==> src/common/tx_bridge_params.svh <==
// ====================
// Widths, depths and command-word field positions for the
// Avalon to PCIe transmit bridge. Include wherever a macro is used
// ====================
`ifndef TX_BRIDGE_PARAMS_SVH
`define TX_BRIDGE_PARAMS_SVH

`define AVL_ADDR_W      24   // Avalon byte address
`define DATA_W          32
`define MAX_BURST       4
`define BURST_W         3
`define A2P_ENTRIES     4
`define A2P_PASS_BITS   22   // Low address bits kept as is
`define CFG_ADDR_W      3    // Word 2i low half, 2i+1 high half of entry i
`define CMD_FIFO_DEPTH  8
`define WDAT_FIFO_DEPTH 16
`define CMD_W           72

// Command word layout
`define CMD_WR_BIT      71
`define CMD_LEN_HI      70
`define CMD_LEN_LO      68
`define CMD_FBE_HI      67
`define CMD_FBE_LO      64
`define CMD_ADDR_HI     63
`define CMD_ADDR_LO     0

`endif

==> src/common/avl_bridge_pkg.sv <==
// ====================
// Avalon-side and translation-table types, used by the slave front
// end, the table registers, the translator and the formatter
// ====================
`include "tx_bridge_params.svh"

package avl_bridge_pkg;

  typedef logic [`AVL_ADDR_W-1:0]            avl_addr_t;
  typedef logic [`DATA_W-1:0]                data_word_t;
  typedef logic [`BURST_W-1:0]               burst_t;
  typedef logic [`DATA_W/8-1:0]              byte_en_t;
  typedef logic [$clog2(`A2P_ENTRIES)-1:0]   a2p_idx_t;
  typedef logic [`CFG_ADDR_W-1:0]            cfg_addr_t;

  // One 64-bit PCIe base per entry, entry 0 in the low bits
  typedef logic [`A2P_ENTRIES*64-1:0]        a2p_table_t;

endpackage

==> src/common/pcie_tlp_pkg.sv <==
// ====================
// TLP field types, format codes and the command word that the
// translator hands to the formatter through the command FIFO
// ====================
`include "tx_bridge_params.svh"

package pcie_tlp_pkg;

  typedef logic [63:0]         pcie_addr_t;
  typedef logic [2:0]          tlp_fmt_t;
  typedef logic [9:0]          tlp_len_t;   // In DWs
  typedef logic [7:0]          tlp_tag_t;
  typedef logic [15:0]         req_id_t;    // Bus/device/function
  typedef logic [`CMD_W-1:0]   tx_cmd_t;

  // Fmt field, 3-DW or 4-DW header with or without data
  localparam tlp_fmt_t MRd32 = 3'b000;
  localparam tlp_fmt_t MRd64 = 3'b001;
  localparam tlp_fmt_t MWr32 = 3'b010;
  localparam tlp_fmt_t MWr64 = 3'b011;

endpackage

==> src/common/a2p_req_if.sv <==
// ====================
// Command from the Avalon slave to the address translator.
// valid is a single-cycle pulse, there is no back-pressure
// ====================
interface a2p_req_if;
  import avl_bridge_pkg::*;

  logic      valid;
  logic      write;
  avl_addr_t addr;    // Byte address
  burst_t    len;     // Beats, 1 to 4
  byte_en_t  fbe;     // First beat byte enables

  modport src (
    output valid, write, addr, len, fbe
  );

  modport dst (
    input valid, write, addr, len, fbe
  );

endinterface

==> src/sync_fifo.sv <==
// ====================
// Synchronous FIFO with a registered read port. data_o updates the
// cycle after pop_i and then holds. free_o counts empty slots
// ====================
module sync_fifo #(
  parameter int WIDTH = 32,
  parameter int DEPTH = 8
) (
  input  logic                       Clk_i,
  input  logic                       Rstn_i,
  input  logic                       push_i,
  input  logic [WIDTH-1:0]           data_i,
  input  logic                       pop_i,
  output logic [WIDTH-1:0]           data_o,
  output logic                       empty_o,
  output logic [$clog2(DEPTH+1)-1:0] free_o
);
  localparam int AW = (DEPTH > 1) ? $clog2(DEPTH) : 1;
  localparam int CW = $clog2(DEPTH+1);

  logic [WIDTH-1:0] mem [DEPTH];
  logic [AW-1:0]    wr_ptr;
  logic [AW-1:0]    rd_ptr;
  logic [CW-1:0]    count;
  logic             do_push;
  logic             do_pop;

  assign do_push = push_i && (count != CW'(DEPTH));  // Overflow dropped
  assign do_pop  = pop_i && (count != '0);
  assign empty_o = (count == '0);
  assign free_o  = CW'(DEPTH) - count;

  always_ff @(posedge Clk_i or negedge Rstn_i)
  begin
    if (!Rstn_i)
    begin
      wr_ptr <= '0;
      rd_ptr <= '0;
      count  <= '0;
    end
    else
    begin
      if (do_push)
        wr_ptr <= (wr_ptr == AW'(DEPTH-1)) ? '0 : wr_ptr + 1'b1;
      if (do_pop)
        rd_ptr <= (rd_ptr == AW'(DEPTH-1)) ? '0 : rd_ptr + 1'b1;
      count <= count + CW'(do_push) - CW'(do_pop);
    end
  end

  always_ff @(posedge Clk_i)
  begin
    if (do_push)
      mem[wr_ptr] <= data_i;
    if (do_pop)
      data_o <= mem[rd_ptr];  // Read register
  end

endmodule

==> src/a2p/a2p_table_regs.sv <==
// ====================
// Translation table registers behind the configuration port.
// Eight 32-bit words, read data returned one cycle after the request
// ====================
`include "tx_bridge_params.svh"

module a2p_table_regs (
  input  logic                       Clk_i,
  input  logic                       Rstn_i,
  input  avl_bridge_pkg::cfg_addr_t  cfg_address_i,
  input  logic                       cfg_write_i,
  input  avl_bridge_pkg::data_word_t cfg_write_data_i,
  input  logic                       cfg_read_i,
  output avl_bridge_pkg::data_word_t cfg_read_data_o,
  output logic                       cfg_read_valid_o,
  output avl_bridge_pkg::a2p_table_t table_o
);
  import avl_bridge_pkg::*;

  data_word_t regs [2*`A2P_ENTRIES];

  always_ff @(posedge Clk_i or negedge Rstn_i)
  begin
    if (!Rstn_i)
    begin
      for (int i = 0; i < 2*`A2P_ENTRIES; i++)
        regs[i] <= '0;
      cfg_read_valid_o <= 1'b0;
    end
    else
    begin
      if (cfg_write_i)
        regs[cfg_address_i] <= cfg_write_data_i;
      cfg_read_valid_o <= cfg_read_i;
    end
  end

  always_ff @(posedge Clk_i)
  begin
    if (cfg_read_i)
      cfg_read_data_o <= regs[cfg_address_i];
  end

  // Word k lands at bits k*32, so entry i is {word 2i+1, word 2i}
  always_comb
  begin
    for (int k = 0; k < 2*`A2P_ENTRIES; k++)
      table_o[k*`DATA_W +: `DATA_W] = regs[k];
  end

endmodule

==> src/a2p/a2p_translate.sv <==
// ====================
// Avalon to PCIe address translation, one register stage.
// Each request pulse becomes a command-word push on the next cycle
// ====================
`include "tx_bridge_params.svh"

module a2p_translate (
  input  logic                       Clk_i,
  input  logic                       Rstn_i,
  a2p_req_if.dst                     req,
  input  avl_bridge_pkg::a2p_table_t table_i,
  output logic                       cmd_push_o,
  output pcie_tlp_pkg::tx_cmd_t      cmd_o
);
  import avl_bridge_pkg::*;
  import pcie_tlp_pkg::*;

  a2p_idx_t   idx;
  pcie_addr_t entry;
  pcie_addr_t pcie_addr;

  // Upper address bits pick the entry
  assign idx   = req.addr[`AVL_ADDR_W-1:`A2P_PASS_BITS];
  assign entry = table_i[idx*64 +: 64];

  // Base from the table, offset straight from Avalon
  assign pcie_addr = {entry[63:`A2P_PASS_BITS], req.addr[`A2P_PASS_BITS-1:0]};

  always_ff @(posedge Clk_i or negedge Rstn_i)
  begin
    if (!Rstn_i)
      cmd_push_o <= 1'b0;
    else
      cmd_push_o <= req.valid;
  end

  always_ff @(posedge Clk_i)
  begin
    if (req.valid)
    begin
      cmd_o[`CMD_WR_BIT]              <= req.write;
      cmd_o[`CMD_LEN_HI:`CMD_LEN_LO]   <= req.len;
      cmd_o[`CMD_FBE_HI:`CMD_FBE_LO]   <= req.fbe;
      cmd_o[`CMD_ADDR_HI:`CMD_ADDR_LO] <= pcie_addr;
    end
  end

endmodule

==> src/avl_tx_slave.sv <==
// ====================
// Avalon-MM slave front end. Accepts a command only when both FIFOs
// have room, then takes the rest of a write burst without waiting
// ====================
`include "tx_bridge_params.svh"

module avl_tx_slave (
  input  logic                                      Clk_i,
  input  logic                                      Rstn_i,
  input  logic                                      avl_read_i,
  input  logic                                      avl_write_i,
  input  avl_bridge_pkg::avl_addr_t                 avl_address_i,
  input  avl_bridge_pkg::burst_t                    avl_burst_count_i,
  input  avl_bridge_pkg::byte_en_t                  avl_byte_enable_i,
  input  avl_bridge_pkg::data_word_t                avl_write_data_i,
  output logic                                      avl_wait_request_o,
  input  logic [$clog2(`CMD_FIFO_DEPTH+1)-1:0]      cmd_free_i,
  input  logic [$clog2(`WDAT_FIFO_DEPTH+1)-1:0]     wdat_free_i,
  output logic                                      wdat_push_o,
  output avl_bridge_pkg::data_word_t                wdat_data_o,
  a2p_req_if.src                                    req
);
  import avl_bridge_pkg::*;

  typedef enum logic {
    slv_idle,
    slv_burst
  } slv_state_t;

  slv_state_t state;
  burst_t     remain;     // Write beats still to come
  avl_addr_t  addr_q;
  burst_t     len_q;
  byte_en_t   fbe_q;
  logic       space_ok;
  logic       accept;
  logic       multi;
  logic       in_burst;

  // One command may still sit in the translator, hence 2
  assign space_ok = (cmd_free_i >= 2) && (wdat_free_i >= `MAX_BURST);
  assign in_burst = (state == slv_burst);

  assign avl_wait_request_o = !in_burst && !space_ok;
  assign accept = !in_burst && space_ok && (avl_read_i || avl_write_i);
  assign multi  = avl_write_i && (avl_burst_count_i > 1);

  // Every accepted write beat goes straight into the data FIFO
  assign wdat_push_o = avl_write_i && (accept || in_burst);
  assign wdat_data_o = avl_write_data_i;

  // A burst is announced on its last beat so its data is always
  // in the FIFO before the formatter sees the command
  assign req.valid = (accept && !multi) || (in_burst && avl_write_i && (remain == 1));
  assign req.write = in_burst || avl_write_i;
  assign req.addr  = in_burst ? addr_q : avl_address_i;
  assign req.len   = in_burst ? len_q  : avl_burst_count_i;
  assign req.fbe   = in_burst ? fbe_q  : avl_byte_enable_i;

  always_ff @(posedge Clk_i or negedge Rstn_i)
  begin
    if (!Rstn_i)
    begin
      state  <= slv_idle;
      remain <= '0;
    end
    else
    begin
      case (state)
        slv_idle:
          if (accept && multi)
          begin
            state  <= slv_burst;
            remain <= avl_burst_count_i - burst_t'(1);
          end
        slv_burst:
          if (avl_write_i)
          begin
            remain <= remain - burst_t'(1);
            if (remain == 1)
              state <= slv_idle;  // Last beat
          end
        default: state <= slv_idle;
      endcase
    end
  end

  // First beat fields kept for the burst announcement
  always_ff @(posedge Clk_i)
  begin
    if (accept)
    begin
      addr_q <= avl_address_i;
      len_q  <= avl_burst_count_i;
      fbe_q  <= avl_byte_enable_i;
    end
  end

endmodule

==> src/tlp_formatter.sv <==
// ====================
// Builds MRd/MWr TLPs from command words and streams them out on a
// 32-bit valid/ready port. Holds the output beat while ready is low
// ====================
`include "tx_bridge_params.svh"

module tlp_formatter (
  input  logic                       Clk_i,
  input  logic                       Rstn_i,
  input  pcie_tlp_pkg::req_id_t      bus_dev_i,
  input  logic                       cmd_empty_i,
  output logic                       cmd_pop_o,
  input  pcie_tlp_pkg::tx_cmd_t      cmd_i,
  output logic                       wdat_pop_o,
  input  avl_bridge_pkg::data_word_t wdat_i,
  input  logic                       st_ready_i,
  output logic                       st_valid_o,
  output logic                       st_sop_o,
  output logic                       st_eop_o,
  output avl_bridge_pkg::data_word_t st_data_o,
  output logic                       tx_idle_o
);
  import avl_bridge_pkg::*;
  import pcie_tlp_pkg::*;

  typedef enum logic [2:0] {
    fsm_idle,
    fsm_fetch,
    fsm_header,
    fsm_address,
    fsm_data
  } fsm_state_t;

  fsm_state_t state;
  tx_cmd_t    cmd_q;
  burst_t     cnt;        // Beat index, or data words left
  tlp_tag_t   tag_cnt;
  logic       adv;
  logic       wr;
  logic       is64;
  burst_t     len;
  pcie_addr_t addr;
  tlp_fmt_t   fmt;
  data_word_t dw0;
  data_word_t dw1;

  // Output register free for a new beat
  assign adv = !st_valid_o || st_ready_i;

  assign wr   = cmd_q[`CMD_WR_BIT];
  assign len  = cmd_q[`CMD_LEN_HI:`CMD_LEN_LO];
  assign addr = cmd_q[`CMD_ADDR_HI:`CMD_ADDR_LO];
  assign is64 = |addr[63:32];  // 3-DW header when upper half is zero

  always_comb
  begin
    case ({wr, is64})
      2'b00:   fmt = MRd32;
      2'b01:   fmt = MRd64;
      2'b10:   fmt = MWr32;
      default: fmt = MWr64;
    endcase
  end

  assign dw0 = {fmt, 5'b00000, 14'h0, tlp_len_t'(len)};
  assign dw1 = {bus_dev_i, (wr ? tlp_tag_t'(0) : tag_cnt),
                ((len > 1) ? 4'hF : 4'h0), cmd_q[`CMD_FBE_HI:`CMD_FBE_LO]};

  assign cmd_pop_o = (state == fsm_idle) && !cmd_empty_i;
  // First word fetched early, the rest one ahead of each data beat
  assign wdat_pop_o = ((state == fsm_fetch) && cmd_i[`CMD_WR_BIT])
                    || ((state == fsm_data) && adv && (cnt > 1));
  assign tx_idle_o = (state == fsm_idle) && cmd_empty_i;

  always_ff @(posedge Clk_i or negedge Rstn_i)
  begin
    if (!Rstn_i)
    begin
      state      <= fsm_idle;
      cnt        <= '0;
      tag_cnt    <= '0;
      st_valid_o <= 1'b0;
      st_sop_o   <= 1'b0;
      st_eop_o   <= 1'b0;
    end
    else
    begin
      if (st_valid_o && st_ready_i)
        st_valid_o <= 1'b0;  // Beat taken, cleared unless reloaded below
      case (state)
        fsm_idle:
          if (!cmd_empty_i)
            state <= fsm_fetch;
        fsm_fetch:
        begin
          cnt   <= '0;
          state <= fsm_header;
        end
        fsm_header:
          if (adv)
          begin
            st_valid_o <= 1'b1;
            st_sop_o   <= (cnt == 0);
            st_eop_o   <= 1'b0;
            if (cnt == 0)
              cnt <= burst_t'(1);
            else
            begin
              cnt   <= '0;
              state <= fsm_address;
              if (!wr)
                tag_cnt <= tag_cnt + 1'b1;  // Wraps
            end
          end
        fsm_address:
          if (adv)
          begin
            st_valid_o <= 1'b1;
            st_sop_o   <= 1'b0;
            if (is64 && (cnt == 0))
            begin
              st_eop_o <= 1'b0;
              cnt      <= burst_t'(1);
            end
            else
            begin
              st_eop_o <= !wr;  // Reads end on the address
              cnt      <= len;
              state    <= wr ? fsm_data : fsm_idle;
            end
          end
        fsm_data:
          if (adv)
          begin
            st_valid_o <= 1'b1;
            st_sop_o   <= 1'b0;
            st_eop_o   <= (cnt == 1);
            cnt        <= cnt - burst_t'(1);
            if (cnt == 1)
              state <= fsm_idle;
          end
        default: state <= fsm_idle;
      endcase
    end
  end

  always_ff @(posedge Clk_i)
  begin
    if (state == fsm_fetch)
      cmd_q <= cmd_i;
    if (adv)
    begin
      case (state)
        fsm_header:  st_data_o <= (cnt == 0) ? dw0 : dw1;
        fsm_address: st_data_o <= (is64 && (cnt == 0)) ? addr[63:32] : {addr[31:2], 2'b00};
        fsm_data:    st_data_o <= wdat_i;
        default:     ;
      endcase
    end
  end

endmodule

==> src/tx_bridge_top.sv <==
// ====================
// Avalon-MM to PCIe TLP transmit bridge. Avalon commands in, a
// 32-bit TLP stream out, table programmed over the config port
// ====================
`include "tx_bridge_params.svh"

module tx_bridge_top (
  input  logic                       Clk_i,
  input  logic                       Rstn_i,
  input  logic                       avl_read_i,
  input  logic                       avl_write_i,
  input  avl_bridge_pkg::avl_addr_t  avl_address_i,
  input  avl_bridge_pkg::burst_t     avl_burst_count_i,
  input  avl_bridge_pkg::byte_en_t   avl_byte_enable_i,
  input  avl_bridge_pkg::data_word_t avl_write_data_i,
  output logic                       avl_wait_request_o,
  input  avl_bridge_pkg::cfg_addr_t  cfg_address_i,
  input  logic                       cfg_write_i,
  input  logic                       cfg_read_i,
  input  avl_bridge_pkg::data_word_t cfg_write_data_i,
  output avl_bridge_pkg::data_word_t cfg_read_data_o,
  output logic                       cfg_read_valid_o,
  input  pcie_tlp_pkg::req_id_t      bus_dev_i,
  input  logic                       st_ready_i,
  output logic                       st_valid_o,
  output logic                       st_sop_o,
  output logic                       st_eop_o,
  output avl_bridge_pkg::data_word_t st_data_o,
  output logic                       tx_idle_o
);
  import avl_bridge_pkg::*;
  import pcie_tlp_pkg::*;

  a2p_req_if req_if ();

  a2p_table_t                                a2p_table;
  logic                                      cmd_push;
  tx_cmd_t                                   cmd_in;
  logic                                      cmd_pop;
  tx_cmd_t                                   cmd_out;
  logic                                      cmd_empty;
  logic [$clog2(`CMD_FIFO_DEPTH+1)-1:0]      cmd_free;
  logic                                      wdat_push;
  data_word_t                                wdat_in;
  logic                                      wdat_pop;
  data_word_t                                wdat_out;
  logic [$clog2(`WDAT_FIFO_DEPTH+1)-1:0]     wdat_free;

  avl_tx_slave u_slave (
    .Clk_i, .Rstn_i,
    .avl_read_i, .avl_write_i, .avl_address_i, .avl_burst_count_i,
    .avl_byte_enable_i, .avl_write_data_i, .avl_wait_request_o,
    .cmd_free_i (cmd_free),
    .wdat_free_i (wdat_free),
    .wdat_push_o (wdat_push),
    .wdat_data_o (wdat_in),
    .req (req_if.src)
  );

  a2p_table_regs u_table (
    .Clk_i, .Rstn_i,
    .cfg_address_i, .cfg_write_i, .cfg_write_data_i,
    .cfg_read_i, .cfg_read_data_o, .cfg_read_valid_o,
    .table_o (a2p_table)
  );

  a2p_translate u_translate (
    .Clk_i, .Rstn_i,
    .req (req_if.dst),
    .table_i (a2p_table),
    .cmd_push_o (cmd_push),
    .cmd_o (cmd_in)
  );

  sync_fifo #(.WIDTH(`CMD_W), .DEPTH(`CMD_FIFO_DEPTH)) cmd_fifo (
    .Clk_i, .Rstn_i,
    .push_i (cmd_push), .data_i (cmd_in),
    .pop_i (cmd_pop), .data_o (cmd_out),
    .empty_o (cmd_empty), .free_o (cmd_free)
  );

  // Empty flag unused, data is always pushed ahead of its command
  sync_fifo #(.WIDTH(`DATA_W), .DEPTH(`WDAT_FIFO_DEPTH)) wdat_fifo (
    .Clk_i, .Rstn_i,
    .push_i (wdat_push), .data_i (wdat_in),
    .pop_i (wdat_pop), .data_o (wdat_out),
    .empty_o (), .free_o (wdat_free)
  );

  tlp_formatter u_formatter (
    .Clk_i, .Rstn_i, .bus_dev_i,
    .cmd_empty_i (cmd_empty), .cmd_pop_o (cmd_pop), .cmd_i (cmd_out),
    .wdat_pop_o (wdat_pop), .wdat_i (wdat_out),
    .st_ready_i, .st_valid_o, .st_sop_o, .st_eop_o, .st_data_o,
    .tx_idle_o
  );

endmodule

==> config.mk <==
export PLATFORM = sky130hd
export DESIGN_NAME = tx_bridge_top
export DESIGN_NICKNAME = d
export VERILOG_FILES = /design/src/common/avl_bridge_pkg.sv /design/src/common/pcie_tlp_pkg.sv /design/src/common/a2p_req_if.sv /design/src/sync_fifo.sv /design/src/a2p/a2p_table_regs.sv /design/src/a2p/a2p_translate.sv /design/src/avl_tx_slave.sv /design/src/tlp_formatter.sv /design/src/tx_bridge_top.sv
export VERILOG_INCLUDE_DIRS = /design/src /design/src/common
export SDC_FILE = /design/constraint.sdc
export NUM_CORES = 2
export LEC_CHECK = 0
export CAP_MARGIN = 5
export CORE_MARGIN = 2
export CORE_UTILIZATION = 45
export CTS_CLUSTER_DIAMETER = 80
export DETAILED_ROUTE_END_ITERATION = 10
export DONT_BUFFER_PORTS = 1
export GPL_TIMING_DRIVEN = 0
export PLACE_DENSITY = 0.68
export RECOVER_POWER = 100
export SLEW_MARGIN = 0
export SYNTH_ARGS = -nofsm -noshare
export SYNTH_HDL_FRONTEND = slang
export SYNTH_HIERARCHICAL = 1
export SYNTH_SLANG_ARGS = --single-unit
==> constraint.sdc <==
create_clock -name Clk_i -period 8.2 [get_ports Clk_i]
set_input_delay 1.64 -clock Clk_i [delete_from_list [all_inputs] [get_ports Clk_i]]
set_output_delay 1.64 -clock Clk_i [all_outputs]
set_load 0.01 [all_outputs]
==> Word level (Yosys, flattened, before mapping) <==
Memories as Yosys holds them, arrays and structs flattened. A register that Yosys moved wholly into a read port is not among the register bits.
Cells that the tools add are included.
W data, S select, Z words.
{ "classes": {"addsub": 14, "mul": 0, "n_div": 0, "magnitude_cmp": 7, "eq_ne": 24, "n_shift": 1, "mux": 55, "n_bitwise": 4, "reduce_logical": 53} }
{ "ops": {"columns": ["operator", "count"], "rows": [
  ["$bwmux W256", 1],
  ["$shiftx A256 B9 Y64", 1],
  ["$mux W32", 5],
  ["$bmux W32 S3", 1],
  ["$demux W32 S3", 1],
  ["$pmux W32 S3", 1],
  ["$mux W3", 17],
  ["$reduce_or A32 Y1", 1],
  ["$mux W24", 1],
  ["$logic_and A1 B1 Y1", 22],
  ["$mux W1", 16],
  ["$mux W4", 4],
  ["$pmux W3 S5", 1],
  ["$pmux W3 S4", 1],
  ["$reduce_and A4 Y1", 3],
  ["$ne A2 B1 Y1 const B", 5],
  ["$ne A2 B2 Y1 const B", 5],
  ["$eq A3 B1 Y1 const B", 3],
  ["$eq A3 B3 Y1 const B", 3],
  ["$gt A3 B1 Y1 const B", 3],
  ["$sub A3 B1 Y3 const B", 3],
  ["$add A4 B1 Y4 const B", 2],
  ["$add A8 B1 Y8 const B", 1],
  ["$eq A4 B4 Y1 const B", 2],
  ["37 further kinds", 55]
]} }
{ "word_totals": {"regBits": 541, "latch_bits": 0, "ram_bits": 1088, "mem_bits_ro": 0, "input_bits": 121, "word_cells": 191, "n_memories": 2} }
{ "memory_table": {"columns": ["memory", "depth", "word_bits", "read_ports", "rd_clocked_by_memory_dff", "wr", "line_no", "text"], "rows": [
  ["cmd_fifo.mem", 8, 72, 1, 1, 1, "sync_fifo.sv:21", "logic [WIDTH-1:0] mem [DEPTH];"],
  ["wdat_fifo.mem", 16, 32, 1, 1, 1, "sync_fifo.sv:21", null]
]} }

==> Depth between registers and ports, before layout <==
{ "depth": {"depth_word": 10, "depth_mapped": 18, "ltp_nobuf": 17} }

==> By module <==
The synthesis kept the hierarchy.
{ "by_module_without_submodules": {"columns": ["module", "n_inst", "cells_per_inst", "area_each_um2"], "rows": [
  ["sync_fifo at cmd_fifo", 1, 972, 24454.7],
  ["sync_fifo at wdat_fifo", 1, 993, 21468.1],
  ["a2p_table_regs", 1, 839, 12613.3],
  ["tlp_formatter", 1, 343, 4923.5],
  ["a2p_translate", 1, 125, 3255.6],
  ["avl_tx_slave", 1, 146, 1940.6]
]} }

==> Least setup slack after synthesis <==
Ideal clock, no wire load.
{ "synth_timing": {"path_kind": "input to register", "from": "input avl_write_i", "to": "register u_translate.cmd_push_o", "setup_ns": 0.679, "t_arrival_ns": 7.346, "required_time_ns": 7.521, "path_slack_ns": 0.175, "cell_stages": 3, "cell_sequence": "buf_2 nand2_1 o32ai_1"} }
{ "synth_between": {"elab_chain_len": 4} }
{ "synth_rtl": {"columns": ["element", "line_no", "text"], "rows": [
  ["from (decl)", "tx_bridge_top.sv:11", "input logic avl_write_i,"],
  ["$logic_or A1 B1 Y1 or $logic_and A1 B1 Y1 (tied branches)", "avl_tx_slave.sv:45, avl_tx_slave.sv:46", null],
  ["$logic_and A1 B1 Y1 or $logic_not A1 Y1 (tied branches)", "avl_tx_slave.sv:45, avl_tx_slave.sv:54", null],
  ["$logic_and A1 B1 Y1", "avl_tx_slave.sv:54", "assign req.valid = (accept && !multi) || (in_burst && avl_write_i && (remain == 1));"],
  ["$logic_or A1 B1 Y1 *", "avl_tx_slave.sv:54", null],
  ["via req_if.valid", "a2p_req_if.sv:8", "logic valid;"],
  ["to (signal assigned)", "a2p_translate.sv:34", "cmd_push_o <= req.valid;"],
  ["to (decl)", "a2p_translate.sv:12", "output logic cmd_push_o,"]
]} }
The timed path passes the listed nets; every way through them passes the cells marked *.
A chain may end at the register's enable or synchronous reset.

==> Worst setup path after layout <==
{ "layout_timing": {"from": "register wdat_fifo.count[1]", "to": "memory wdat_fifo.mem[24][23] (netlist: wdat_fifo/mem[6][23]) (enable)"} }
{ "layout_between": {"elab_chain_len": 10} }
{ "layout_rtl": {"columns": ["element", "line_no", "text"], "rows": [
  ["from (decl)", "sync_fifo.sv:24", "logic [CW-1:0] count;"],
  ["from (signal assigned)", "sync_fifo.sv:47", "count <= count + CW'(do_push) - CW'(do_pop);"],
  ["$sub A5 B5 Y5", "sync_fifo.sv:31", "assign free_o = CW'(DEPTH) - count;"],
  ["via wdat_free[4]", "tx_bridge_top.sv:47", "logic [$clog2(`WDAT_FIFO_DEPTH+1)-1:0] wdat_free;"],
  ["$ge A5 B3 Y1 (no line)", null, null],
  ["$logic_and A1 B1 Y1", "avl_tx_slave.sv:41", "assign space_ok = (cmd_free_i >= 2) && (wdat_free_i >= `MAX_BURST);"],
  ["$logic_and A1 B1 Y1 (2 in series)", "avl_tx_slave.sv:45", "assign accept = !in_burst && space_ok && (avl_read_i || avl_write_i);"],
  ["$logic_or A1 B1 Y1", "avl_tx_slave.sv:49", "assign wdat_push_o = avl_write_i && (accept || in_burst);"],
  ["$logic_and A1 B1 Y1", "avl_tx_slave.sv:49", null],
  ["via wdat_push", "tx_bridge_top.sv:43", "logic wdat_push;"],
  ["$logic_and A1 B1 Y1", "sync_fifo.sv:28", "assign do_push = push_i && (count != CW'(DEPTH));"],
  ["$mux W1", "sync_fifo.sv:53", "if (do_push)"],
  ["$mux W1 (not written as such)", "sync_fifo.sv:54", "mem[wr_ptr] <= data_i;"],
  ["to (decl)", "sync_fifo.sv:21", null]
]} }
The timed path passes the listed nets, and every way through them passes these cells.

==> impl_metrics.toml <==
[status]
status = "finished with violations"
violations = "max-capacitance violations, max-slew violations"

[timing]
hold_violations = 0
rsz0062_at_grt = "false"
finalClockSkew_ps = 62.56
tightest_slew_ps = 3489
finalCriticalPeriod_ps = 6037
timing.final.ws_setup_ps = 2163
setup_tns_ps = 0
fin_hold_ws_ps = 419.2
fmax_ghz = 0.1656
maxSlewHeadroom_pct = -132.6
finalCritPeriodShare_pct = 73.62
slew_viol_final = 683
setup_viol = 0

[layout]
fin_nets = 3789
final_cells = 5803
drive_above_1_share_pct = 24.99
finish.utilization_pct = 50.82
post-route-cell-area_sq_um = 76110
area.growth.synth_to_final_pct = 12.19

[global_routing]
grt_busiest_layer = "met2"
grt_pass1_wl_mm = 232.6
met1_usage_pct = 29.15
track_usage_pct = 20.88
grtUsageMet3_pct = 5.162
overflow = 0
grt_max_degree = 303
antenna_found_initial = 25
grt_util_met2_pct = 32.89
grt_pass1_vias = 33620

[place]
place_ws_ps = 3408
dp_hpwl_mm = 105.8
io_buffer_count = 0
place_inst = 5474
gp_congestion = 0.9153
placed_area_sq_um = 71760

[critical_path]
rr_worst_depth = 13
start_kind = "flop"
crit_cells = 13
cp_slowest_cell = "clkbuf_1"
cp_cell_sequence = "inv_1 > ha_1 > and2_0 > ha_1 > inv_1 > or3_1 > a21oi_1 > nor2_1 > nor2b_1 > clkbuf_1 > nand2_1 > nor2_1 > clkbuf_1"
critPathBufInv = 4
critPathTopFamily = "simple AND/OR/NAND/NOR gates"
ff2ff_setup_slack_ps = 2160
reg2reg_from = "wdat_fifo/count[1]$_DFF_PN0_"
cp.arrival_ps = 6390
critPathLaunch = "wdat_fifo/count[1]$_DFF_PN0_"
r2r_end = "wdat_fifo/mem[6][23]$_DFFE_PP_"
cp.required_ps = 8560
crit_path_end = "wdat_fifo/mem[6][23]$_DFFE_PP_"
slowest_delay_ps = 1330
critPathKind = "flop to flop"
cp-end-kind = "flop"
path_max_fanout = 20

[cts]
cts_buffers = 170
postCtsSetupRepairBufs = 0
cts_tree = "done"
cts_sinks = 1709
root_buffer = "clkbuf_16"
clock_path_buffers = 3
clock_latency_ps = 810
cts-resized-gates = 0
htreeDepth = 4
cts_hold_buf = 0
clkTransAtPathRegs_ps = 70

[floorplan]
rows = 142
design.core.area_sq_um = 149800
initial_core_util_pct = 45.30
die_w_um = 392.3
io_pins = 191
die_area_sq_um = 153900
die_h_um = 392.3

[flow_run]
max-cap-violations = 32

[worst_hold_path]
min_path_type = "flop to flop"

[power]
swShare_pct = 30.72
leakage_nw = 25.35
power.density_nw_per_um2 = 356.7
p_seq_share_pct = 45.6
power_switching_mw = 8.341
clkPwrFrac_pct = 28.2
p_total_mw = 27.15
comb_power_share_pct = 26.2
internal-power_mw = 18.81
ir_drop_uv = 202.1

[synthesis]
ys_warn_count = 6
synth_area_per_cell_sq_um = 20.04
synth_cells = 3386
syn_nets = 3544
netlist_area_sq_um = 67850

[routing]
num_vias = 33550
post_drt_wl_per_cell_um = 27.61
drt-initial-drc-count = 3744
via_per_inst = 5.781
drt_wl_total_mm = 160.2
drc = 0
antenna_left = 0
firstDrtPassIters = 8
[flip-flops by register name (all words and copies together), names as in the netlist, 70 cells and up]
signal,cells
cmd_fifo/data_o,70
u_translate/cmd_o,70
cmd_fifo/mem,560
u_formatter/cmd_q,70
wdat_fifo/mem,512
u_table/table_o,256
[layout make-up]
type                       instances  area (sq um)
timing repair buffer              73         410.4
buffer                           223          1146
tap                             2016          2522
clock buffer                     236          4642
sequential                      1709         49810
fill                           11910         73660
multi-input combinational       1416         16460
clock inverter                    79         945.9
inverter                          38         143.9
antenna                           13         32.53
[placed cells by master (no fill, tap or decap), drive strengths merged, types with 47 or more instances in the layout]
cell	instances
clkbuf	449
a22oi	97
nand2	89
edfxtp	1407
mux2i	102
clkinv	54
inv	47
dfrtp	302
buf	83
o21ai	79
mux4	282
mux2	452
[how the worst min path moves through the flow]
| stage | startpoint | endpoint | cells past startpoint |
|---|---|---|---|
| floorplan | cmd_fifo/data_o[10]$_DFFE_PP_ | u_formatter/cmd_q[10]$_DFFE_PP_ | 0 |
| global placement | cmd_fifo/data_o[5]$_DFFE_PP_ | u_formatter/cmd_q[5]$_DFFE_PP_ | 0 |
| detailed placement | cmd_fifo/data_o[58]$_DFFE_PP_ | u_formatter/cmd_q[58]$_DFFE_PP_ | 0 |
| CTS | cmd_fifo/data_o[69]$_DFFE_PP_ | u_formatter/cmd_q[69]$_DFFE_PP_ | 0 |
| global route | cmd_fifo/data_o[37]$_DFFE_PP_ | u_formatter/cmd_q[37]$_DFFE_PP_ | 0 |
| finish | cmd_fifo/data_o[58]$_DFFE_PP_ | u_formatter/cmd_q[58]$_DFFE_PP_ | 0 |
[per-layer routing]
metal / share of wire (%) / vias up
met5: 0.083 / -
met4: 2.2 / 20
met3: 8.7 / 239
met2: 48 / 1362
met1: 41 / 17670
li1: - / 14260
[power groups by stage]
stage	sequential [mW]	combinational, mW	clock [mW]
3_5_place_dp	12.5	7.46	0
2_1_floorplan	12.2	4.84	0
4_1_cts	12.3	7.50	7.82
3_3_place_gp	12.6	7.06	0
5_1_grt	12.5	7.54	8.17
6_report	12.4	7.10	7.67
No activity file was read; power rests on OpenSTA's default activity.
